[src/hw/alu_pkg.sv]
`default_nettype none

package alu_pkg;

    // Operand and result width
    localparam int data_width = 32;

    // Buffer depths
    localparam int cmd_depth = 4;
    localparam int res_depth = 4;

    // Occupancy of the result FIFO as seen by the ALU stage
    localparam int res_cnt_width = $clog2(res_depth + 1);

    typedef enum logic [3:0] {
        op_add = 4'd0,
        op_sub = 4'd1,
        op_and = 4'd2,
        op_or  = 4'd3,
        op_xor = 4'd4,
        op_not = 4'd5,  // Uses a only
        op_eq  = 4'd6,
        op_lt  = 4'd7,  // Signed compare
        op_gt  = 4'd8   // Signed compare
    } alu_op_e;

    // One ALU command as written by the producer
    typedef struct packed {
        alu_op_e               op;
        logic [data_width-1:0] a;
        logic [data_width-1:0] b;
    } alu_cmd_t;

    // One result as read by the consumer
    typedef struct packed {
        logic [data_width-1:0] result;
        logic                  zero;      // Result is all zeros
        logic                  overflow;  // Signed overflow, ADD and SUB only
    } alu_res_t;

endpackage

`default_nettype wire
[src/hw/alu_unit_top.sv]
`default_nettype none

module alu_unit_top (
    input  logic              clk,
    input  logic              rst,
    input  logic              cmd_push,
    input  alu_pkg::alu_cmd_t cmd,
    output logic              cmd_full,
    input  logic              res_pop,
    output alu_pkg::alu_res_t res_head,
    output logic              res_empty
);

    alu_pkg::alu_cmd_t                 cmd_head;
    logic                              cmd_empty;
    logic                              cmd_pop;
    logic                              res_push;
    alu_pkg::alu_res_t                 res_in;
    logic [alu_pkg::res_cnt_width-1:0] res_count;

    // Commands from the producer
    alu_fifo #(
        .payload_t (alu_pkg::alu_cmd_t),
        .depth     (alu_pkg::cmd_depth)
    ) cmd_fifo (
        .clk       (clk),
        .rst       (rst),
        .push      (cmd_push),
        .push_data (cmd),
        .pop       (cmd_pop),
        .head      (cmd_head),
        .empty     (cmd_empty),
        .full      (cmd_full),
        .count     ()
    );

    alu_core core (
        .clk       (clk),
        .rst       (rst),
        .cmd_head  (cmd_head),
        .cmd_empty (cmd_empty),
        .cmd_pop   (cmd_pop),
        .res_count (res_count),
        .res_push  (res_push),
        .res_in    (res_in)
    );

    // Results for the consumer, the count feeds back to the ALU stage
    alu_fifo #(
        .payload_t (alu_pkg::alu_res_t),
        .depth     (alu_pkg::res_depth)
    ) res_fifo (
        .clk       (clk),
        .rst       (rst),
        .push      (res_push),
        .push_data (res_in),
        .pop       (res_pop),
        .head      (res_head),
        .empty     (res_empty),
        .full      (),
        .count     (res_count)
    );

endmodule

`default_nettype wire

[src/hw/alu_core.sv]
`default_nettype none

module alu_core (
    input  logic                              clk,
    input  logic                              rst,
    input  alu_pkg::alu_cmd_t                 cmd_head,
    input  logic                              cmd_empty,
    output logic                              cmd_pop,
    input  logic [alu_pkg::res_cnt_width-1:0] res_count,
    output logic                              res_push,
    output alu_pkg::alu_res_t                 res_in
);

    logic                           pending;     // Stage holds a result not yet pushed
    alu_pkg::alu_res_t              res_q;
    logic [alu_pkg::data_width-1:0] sum;
    logic [alu_pkg::data_width-1:0] diff;
    logic [alu_pkg::data_width-1:0] alu_result;
    logic                           alu_zero;
    logic                           alu_ovf;
    logic                           sign_a;
    logic                           sign_b;
    logic                           room;

    // Count the held result too, so the result FIFO cannot overflow
    assign room    = (int'(res_count) + int'(pending)) < alu_pkg::res_depth;
    assign cmd_pop = !cmd_empty && room;

    assign sign_a = cmd_head.a[alu_pkg::data_width-1];
    assign sign_b = cmd_head.b[alu_pkg::data_width-1];
    assign sum    = cmd_head.a + cmd_head.b;
    assign diff   = cmd_head.a - cmd_head.b;

    // Evaluate the command at the head of the buffer
    always_comb begin
        alu_ovf = 1'b0;
        case (cmd_head.op)
            alu_pkg::op_add: begin
                alu_result = sum;
                // Like signs in, other sign out
                alu_ovf    = (sign_a == sign_b) && (sign_a != sum[alu_pkg::data_width-1]);
            end
            alu_pkg::op_sub: begin
                alu_result = diff;
                alu_ovf    = (sign_a != sign_b) && (sign_a != diff[alu_pkg::data_width-1]);
            end
            alu_pkg::op_and: begin
                alu_result = cmd_head.a & cmd_head.b;
            end
            alu_pkg::op_or: begin
                alu_result = cmd_head.a | cmd_head.b;
            end
            alu_pkg::op_xor: begin
                alu_result = cmd_head.a ^ cmd_head.b;
            end
            alu_pkg::op_not: begin
                alu_result = ~cmd_head.a;
            end
            alu_pkg::op_eq: begin
                alu_result = (cmd_head.a == cmd_head.b) ? 32'd1 : 32'd0;
            end
            alu_pkg::op_lt: begin
                alu_result = ($signed(cmd_head.a) < $signed(cmd_head.b)) ? 32'd1 : 32'd0;
            end
            alu_pkg::op_gt: begin
                alu_result = ($signed(cmd_head.a) > $signed(cmd_head.b)) ? 32'd1 : 32'd0;
            end
            default: begin
                alu_result = '0;  // Unknown opcode, zero flag follows
            end
        endcase
        alu_zero = (alu_result == '0);
    end

    // Result register, loaded on every pop
    always_ff @(posedge clk or posedge rst) begin
        if (rst) begin
            pending <= 1'b0;
            res_q   <= '0;
        end else begin
            // The held result always leaves on the next edge, room was checked at pop
            pending <= cmd_pop;
            if (cmd_pop) begin
                res_q.result   <= alu_result;
                res_q.zero     <= alu_zero;
                res_q.overflow <= alu_ovf;
            end
        end
    end

    assign res_push = pending;
    assign res_in   = res_q;

endmodule

`default_nettype wire

[src/hw/alu_fifo.sv]
`default_nettype none

module alu_fifo #(
    parameter type payload_t = logic [31:0],
    parameter int  depth     = 4
) (
    input  logic                       clk,
    input  logic                       rst,
    input  logic                       push,
    input  payload_t                   push_data,
    input  logic                       pop,
    output payload_t                   head,
    output logic                       empty,
    output logic                       full,
    output logic [$clog2(depth+1)-1:0] count
);

    localparam int ptr_width = (depth > 1) ? $clog2(depth) : 1;
    localparam int cnt_width = $clog2(depth + 1);

    payload_t             mem [depth];
    logic [ptr_width-1:0] wr_ptr;
    logic [ptr_width-1:0] rd_ptr;
    logic                 wr_en;
    logic                 rd_en;

    // Wrap at depth, which need not be a power of two
    function automatic logic [ptr_width-1:0] next_ptr(input logic [ptr_width-1:0] ptr);
        logic [ptr_width-1:0] nxt;
        if (ptr == ptr_width'(depth - 1)) begin
            nxt = '0;
        end else begin
            nxt = ptr + ptr_width'(1);
        end
        return nxt;
    endfunction

    assign wr_en = push && !full;   // A push into a full buffer is dropped
    assign rd_en = pop && !empty;

    // Storage
    always_ff @(posedge clk) begin
        if (wr_en) begin
            mem[wr_ptr] <= push_data;
        end
    end

    always_ff @(posedge clk or posedge rst) begin
        if (rst) begin
            wr_ptr <= '0;
            rd_ptr <= '0;
            count  <= '0;
        end else begin
            if (wr_en) begin
                wr_ptr <= next_ptr(wr_ptr);
            end
            if (rd_en) begin
                rd_ptr <= next_ptr(rd_ptr);
            end
            case ({wr_en, rd_en})
                2'b10:   count <= count + cnt_width'(1);
                2'b01:   count <= count - cnt_width'(1);
                default: count <= count;  // Idle, or push and pop together
            endcase
        end
    end

    // Oldest entry, visible without a read cycle
    assign head  = mem[rd_ptr];
    assign empty = (count == '0);
    assign full  = (count == cnt_width'(depth));

endmodule

`default_nettype wire

[config.mk]
export PLATFORM = sky130hd
export DESIGN_NAME = alu_unit_top
export DESIGN_NICKNAME = d
export VERILOG_FILES = /design/src/hw/alu_pkg.sv /design/src/hw/alu_unit_top.sv /design/src/hw/alu_core.sv /design/src/hw/alu_fifo.sv
export SDC_FILE = /design/constraint.sdc
export NUM_CORES = 1
export LEC_CHECK = 0
export BUFFER_PORTS_ARGS = -buffer_cell sky130_fd_sc_hd__buf_4
export CORE_UTILIZATION = 57
export CTS_BUF_LIST = sky130_fd_sc_hd__clkbuf_8 sky130_fd_sc_hd__clkbuf_16
export CTS_CLUSTER_DIAMETER = 60
export DETAILED_ROUTE_END_ITERATION = 12
export PLACE_DENSITY_LB_ADDON = 0.2
export SYNTH_ARGS = -nofsm -noshare
export SYNTH_HDL_FRONTEND = slang
export SYNTH_SLANG_ARGS = --single-unit
[constraint.sdc]
create_clock -name clk -period 8.6 [get_ports clk]
set_input_delay 2.58 -clock clk [delete_from_list [all_inputs] [get_ports clk]]
set_output_delay 2.58 -clock clk [all_outputs]
set_load 0.005 [all_outputs]
==> flow_summary.yaml, run 1 <==
run_status:
  run_status: "completed"
floorplanning:
  width_of_the_chip_um: 200
  fp.dieH_um: 200
  core_area_sq_um: 38700
  top_level_ports: 108
  initial_utilization_pct: 57.8
  fp.dieArea_sq_um: 40100
  num_rows: 72
synthesis:
  synth-seq-cells: 457
  postSynthCellCount: 1623
  synth_flop_cell: "sky130_fd_sc_hd__edfxtp_1"
  number_of_synthesized_flops_with_an_enable_pin: 408
  synth_cell_type_count: 76
  mappedNetlistNets: 1807
  seq_area_frac_synth_pct: 60.1
  mappedNetlistArea_sq_um: 22400
  ys_async_sr_fraction_pct: 10.7
  yosysWarnings: 0
  post_synth.cell_area_avg_sq_um: 13.8
cells_and_area:
  final_layout_size_suffix_gt1_share_pct: 19.6
  finalNetCount: 1916
  nFillCells: 2762
  synthToLayoutAreaGrowth_pct: 13.1
  diodes: 0
  stdcell_area_sq_um: 25300
clocking:
  worstSkewPairLatency_ns: 0.57
  cts_hold_buf: 0
  cts.sinks: 457
  cts_tree: "yes"
  num_cts_buffers: 48
  ctsRootBufferMaster: "sky130_fd_sc_hd__clkbuf_16"
  post-cts-setup-buffers: 0
  cts_buffer_depth: 3
  htree_num_levels: 2
  cts_resized: 0
  clk_pin_slew_worst_paths_ns: 0.06
placement:
  port_buffers: 107
  hpwl_um: 39700
  place.gp.congestion: 0.985
  detailed_place.area_sq_um: 23800
critical_path:
  timing.critical_path.to_type: "flip-flop"
  cp.arrival_ns: 6.67
  timing.critical_path.from_type: "flip-flop"
  cp.required_ns: 9.08
  crit_path_cell_trace: "buf_4 > mux4_2 > inv_1 > ha_1 > or4_4 > or4_4 > a211oi_1 > nor2_1 > a31oi_1 > mux2_4 > nor4_2 > nand4_1 > or4_1 > or4_1 > o31ai_1"
  worst-path-max-fanout: 34
  cp_slowest_stage_delay_ns: 0.87
  worstSetupPathType: "flip-flop to flip-flop"
  slowest_stage: "sky130_fd_sc_hd__dfrtp_4"
  bufs_and_invs_on_worst_path: 2
  critical-path-top-delay-family: "simple AND/OR/NAND/NOR gates"
detailed_routing:
  dr_total_vias: 14300
  avgViaCountPerCell: 6.24
  drt_pass1_iterations: 5
  route.detailed.drc: 0
  detail_route.iter0.violations: 1089
  detail-route-antenna-nets: 0
  wire_per_inst_um: 24.8
  finalWirelength_um: 56800
grt:
  gr-total-overflow: 0
  antenna_violations_before_repair: 0
  via_count_of_the_first_global_routing_pass: 14500
  grtUsageTotal_pct: 28.9
  grt_pass1_wl_um: 87700
  largest_net_degree_at_the_start_of_global_routing: 59
timing:
  finalCriticalPeriod_ns: 6.18
  maxSlewViolCount: 0
  rsz_0062_raised_after_global_routing: "false"
  setup_violations: 0
  timing.setup.tns_ns: 0
  fin_worst_skew_ns: 0.0110
  crit_share_post_route_pct: 71.9
  max-slew-margin-rel_pct: 30.1
  worst-slew-pin-transition_ns: 1.05
  hold_viol_final: 0
  clock.fmax_mhz: 162
hold_path:
  holdCritPathClass: "flip-flop to flip-flop"
run:
  max-cap-violations: 0
stage by stage:
step	cells	setup slack (ns)	util (%)	hold WS [ns]
floorplan	1623	1.48	-	0.457
global placement	2200	2.46	61.3	0.482
detailed placement	2200	2.40	61.3	0.490
CTS	2286	2.37	65.4	0.498
global route	2286	2.13	65.4	0.516
finish	2286	2.42	65.4	0.498
cells in the final DEF, fill, tap and decap left out, types with 10 or more instances in the layout:
master | synthesis | final
sky130_fd_sc_hd__edfxtp_1 | 408 | 408
sky130_fd_sc_hd__buf_4 | 12 | 139
sky130_fd_sc_hd__inv_1 | 114 | 123
sky130_fd_sc_hd__nand2_1 | 121 | 121
sky130_fd_sc_hd__ha_1 | 108 | 108
sky130_fd_sc_hd__mux4_2 | 102 | 102
sky130_fd_sc_hd__nor2_1 | 94 | 92
sky130_fd_sc_hd__a21oi_1 | 87 | 87
sky130_fd_sc_hd__o21ai_0 | 82 | 82
sky130_fd_sc_hd__clkbuf_16 | 0 | 49
sky130_fd_sc_hd__dfrtp_1 | 49 | 46
sky130_fd_sc_hd__nor3_1 | 31 | 30
sky130_fd_sc_hd__o22ai_1 | 25 | 25
sky130_fd_sc_hd__a211oi_1 | 24 | 24
sky130_fd_sc_hd__nand3_1 | 21 | 21
sky130_fd_sc_hd__o211ai_1 | 18 | 18
sky130_fd_sc_hd__a31oi_1 | 15 | 15
sky130_fd_sc_hd__nand2b_1 | 14 | 14
sky130_fd_sc_hd__nor2b_1 | 12 | 12
sky130_fd_sc_hd__o21bai_1 | 11 | 11
sky130_fd_sc_hd__xnor2_1 | 11 | 11
sky130_fd_sc_hd__nand4_1 | 10 | 10
sky130_fd_sc_hd__o221ai_1 | 10 | 10
flip-flops by register name, indices dropped and copies added, names as in the netlist:
| name | count |
|---|---|
| cmd_fifo.count | 3 |
| cmd_fifo.mem | 272 |
| cmd_fifo.rd_ptr | 2 |
| cmd_fifo.wr_ptr | 2 |
| core.res_in | 34 |
| core.res_push | 1 |
| res_fifo.count | 3 |
| res_fifo.mem | 136 |
| res_fifo.rd_ptr | 2 |
| res_fifo.wr_ptr | 2 |
cell families (layout without fill, tap and decap cells):
logic type / Yosys count / after routing / synth area share [%]
xor+xnor: 18 / 18 / 0.704
buf+inv: 194 / 339 / 3.56
flops: 457 / 457 / 60.1
compound gates: 365 / 365 / 10.6
simple gates: 361 / 361 / 7.65
mux: 116 / 116 / 10.9
fa+ha+maj: 112 / 112 / 6.39
cell usage after synthesis (all sizes together) (15+ instances only):
| master | n | area, sq um |
|---|---|---|
| a21oi | 87 | 435 |
| o211ai | 18 | 135 |
| mux4 | 102 | 2300 |
| buf | 29 | 178 |
| nor3 | 31 | 155 |
| a31oi | 15 | 93.8 |
| edfxtp | 408 | 12300 |
| nor2 | 94 | 353 |
| nand2 | 121 | 454 |
| o22ai | 25 | 156 |
| o21ai | 82 | 410 |
| a211oi | 24 | 180 |
| dfrtp | 49 | 1230 |
| ha | 108 | 1350 |
| nand3 | 21 | 105 |
| inv | 114 | 428 |
| clkbuf | 51 | 191 |
metal layers:
layer  part of all wire [%]  wire (um)  vias to the layer above  global-route usage [%]
met5                      0          0                        -                       0
li1                       -          -                     6478                       -
met1                     43      24500                     7165                    40.7
met2                     47      26900                      519                    46.1
met3                    6.0       3430                      102                    4.15
met4                    3.3       1890                        0                    11.1
area by class of cell:
type,instances,area (sq um),area share [%]
clock buffers,51,1250,4.95
clock inverters,35,319,1.26
inverters,114,428,1.69
multi-input cells,972,8160,32.2
flip-flops and latches,457,13500,53.2
well taps,518,648,2.56
repair buffers,139,1040,4.12
final timing paths:
check | from | endpoint | slack, ns | depth (start not counted)
hold reg to reg | cmd_fifo.count[2] | cmd_fifo.count[2] | 0.50 | 1
hold / removal | cmd_fifo.count[2] | cmd_fifo.count[2] | 0.50 | 1
min in group asynchronous | rst | res_fifo.count[0] | 2.18 | 3
max in group asynchronous | rst | cmd_fifo.rd_ptr[0] | 5.87 | 3
setup reg to reg | cmd_fifo.rd_ptr[0] | core.res_in[1] | 2.42 | 15
setup / recovery | cmd_fifo.rd_ptr[0] | core.res_in[1] | 2.42 | 15
Power of run 1 is not shown: default switching activity piles up to over one toggle a cycle in this logic, so the estimate is an artifact.
==> inputs of run 2 (changes only) <==
==> constraint.sdc (replaced) <==
create_clock -name clk -period 6.08 [get_ports clk]
set_input_delay 1.824 -clock clk [delete_from_list [all_inputs] [get_ports clk]]
set_output_delay 1.824 -clock clk [all_outputs]
set_load 0.005 [all_outputs]
==> run 2 against run 1 <==
Sequential cell count stayed put. Sequential share of layout area fell by 0.19 points. Register-to-register slack lost 2.0 ns. Critical path depth unchanged. Final cell count rose by 0.70%. Global-route usage about the same. Largest cell class unchanged. Design area up 0.38%.
==> flow_summary.yaml, run 2 (synthesized netlist as in run 1, its figures left out) <==
grt:
  grtUsageTotal_pct: 28.9
  antenna_violations_before_repair: 0
  via_count_of_the_first_global_routing_pass: 14500
  gr-total-overflow: 0
  grt_pass1_wl_um: 86900
  largest_net_degree_at_the_start_of_global_routing: 56
critical_path:
  worstSetupPathType: "flip-flop to flip-flop"
  cp.required_ns: 6.56
  timing.critical_path.to_type: "flip-flop"
  timing.critical_path.from_type: "flip-flop"
  reg2regPathDepth: 15
  worst-path-max-fanout: 38
  reg2reg_setup_slack_ns: 0.40
  cp.arrival_ns: 6.16
detailed_routing:
  detail-route-antenna-nets: 0
  finalWirelength_um: 57100
  met2WireLength_um: 27300
  drt_pass1_iterations: 5
  wire_per_inst_um: 24.8
  avgViaCountPerCell: 6.25
  dr_total_vias: 14400
  routed.top_layer: "met4"
  route.detailed.drc: 0
  met3RoutedLength_um: 3420
  detail_route.iter0.violations: 1234
  m1WireLength_um: 24500
cells_and_area:
  stdcell_area_sq_um: 25400
  layout.cells.most_common: "sky130_fd_sc_hd__edfxtp_1"
  final_layout_size_suffix_gt1_share_pct: 20.2
  max_ffs_per_register: 272
  diodes: 0
  synthToLayoutAreaGrowth_pct: 13.5
  layout_common_cells: "sky130_fd_sc_hd__edfxtp_1 (408), sky130_fd_sc_hd__buf_4 (159), sky130_fd_sc_hd__inv_1 (123)"
  registers.top_by_ff_count: "cmd_fifo.mem"
  sequential_cell_area_sq_um: 13500
  multi_input_comb_area_sq_um: 8160
  finalNetCount: 1935
  nFillCells: 2861
timing:
  crit_share_post_route_pct: 93.4
  setup_violations: 0
  hold_viol_final: 0
  maxSlewViolCount: 0
  fin_worst_skew_ns: 0.0182
  timing.setup.tns_ns: 0
  finalCriticalPeriod_ns: 5.68
  rsz_0062_raised_after_global_routing: "false"
  max-slew-margin-rel_pct: 25.8
  clock.fmax_mhz: 176
  timing.hold.ws_ns: 0.498
  worst-slew-pin-transition_ns: 1.09
placement:
  hpwl_um: 40200
  detailed_place.area_sq_um: 24000
  place.gp.congestion: 0.972
  port_buffers: 107
floorplanning:
  initial_utilization_pct: 57.8
  top_level_ports: 108
  core_area_sq_um: 38700
  width_of_the_chip_um: 200
  fp.dieArea_sq_um: 40100
  fp.dieH_um: 200
  num_rows: 72
run:
  max-cap-violations: 0
clocking:
  worstSkewPairLatency_ns: 0.58
  num_cts_buffers: 45
  htree_num_levels: 2
  cts.sinks: 457
  ctsRootBufferMaster: "sky130_fd_sc_hd__clkbuf_16"
  clk_pin_slew_worst_paths_ns: 0.06
  cts_buffer_depth: 3
  cts_resized: 0
  cts_tree: "yes"
  cts_hold_buf: 0
  post-cts-setup-buffers: 0
hold_path:
  holdCritPathClass: "flip-flop to flip-flop"
  hold_depth: 1
run_status:
  run_status: "completed"
[run 2: changes by cell type in the layout (fill, tap and decap cells not counted), moves of 2 or more]
cell | before | now
sky130_fd_sc_hd__clkinv_1 | 6 | 9
sky130_fd_sc_hd__clkbuf_16 | 49 | 45
sky130_fd_sc_hd__clkinv_2 | 7 | 2
sky130_fd_sc_hd__buf_12 | 0 | 2
sky130_fd_sc_hd__inv_8 | 3 | 1
sky130_fd_sc_hd__buf_4 | 139 | 159
[run 2: layout make-up]
type	count	area share, %
Clock buffer	47	4.54
Sequential cell	457	53.0
Inverter	114	1.68
Tap cell	518	2.55
Timing Repair Buffer	161	4.85
Clock inverter	33	1.26
Multi-Input combinational cell	972	32.1
[run 2: critical path, stage by stage (launching register included)]
cell                       delay, ns
sky130_fd_sc_hd__dfrtp_4        0.82
sky130_fd_sc_hd__buf_4          0.33
sky130_fd_sc_hd__mux4_2         0.38
sky130_fd_sc_hd__inv_1          0.09
sky130_fd_sc_hd__ha_1           0.36
sky130_fd_sc_hd__a21o_1         0.24
sky130_fd_sc_hd__a221o_1        0.41
sky130_fd_sc_hd__a31oi_1        0.52
sky130_fd_sc_hd__o21ai_0        0.27
sky130_fd_sc_hd__and3_1         0.26
sky130_fd_sc_hd__a41oi_1        0.26
sky130_fd_sc_hd__mux2i_1        0.21
sky130_fd_sc_hd__o211ai_1       0.13
sky130_fd_sc_hd__or4_1          0.52
sky130_fd_sc_hd__or4_1          0.52
sky130_fd_sc_hd__o31ai_1        0.23
[run 2: path summary, 6_finish.rpt]
path	startpoint	to
min in group asynchronous	rst	res_fifo.count[1]
min	cmd_fifo.count[2]	cmd_fifo.count[2]
max in group asynchronous	rst	cmd_fifo.rd_ptr[0]
min reg2reg	cmd_fifo.count[2]	cmd_fifo.count[2]
max reg2reg	cmd_fifo.rd_ptr[1]	core.res_in[1]
max	cmd_fifo.rd_ptr[1]	core.res_in[1]
[run 2: routing by layer]
metal | vias to the layer above | global-route usage [%]
li1 | 6510 | -
met1 | 7212 | 40.3
met2 | 567 | 46.9
met5 | - | 0
met3 | 106 | 3.73
met4 | 0 | 10.9
[run 2: stage by stage]
stage / utilization [%] / instances / worst slack [ns]
after floorplan: - / 1623 / 0.0221
after global placement: 61.8 / 2222 / 0.565
after detailed placement: 61.8 / 2222 / 0.507
after CTS: 65.7 / 2302 / 0.442
after global routing: 65.7 / 2302 / 0.0972
final: 65.7 / 2302 / 0.401
Power of run 2 is left out for the same reason.
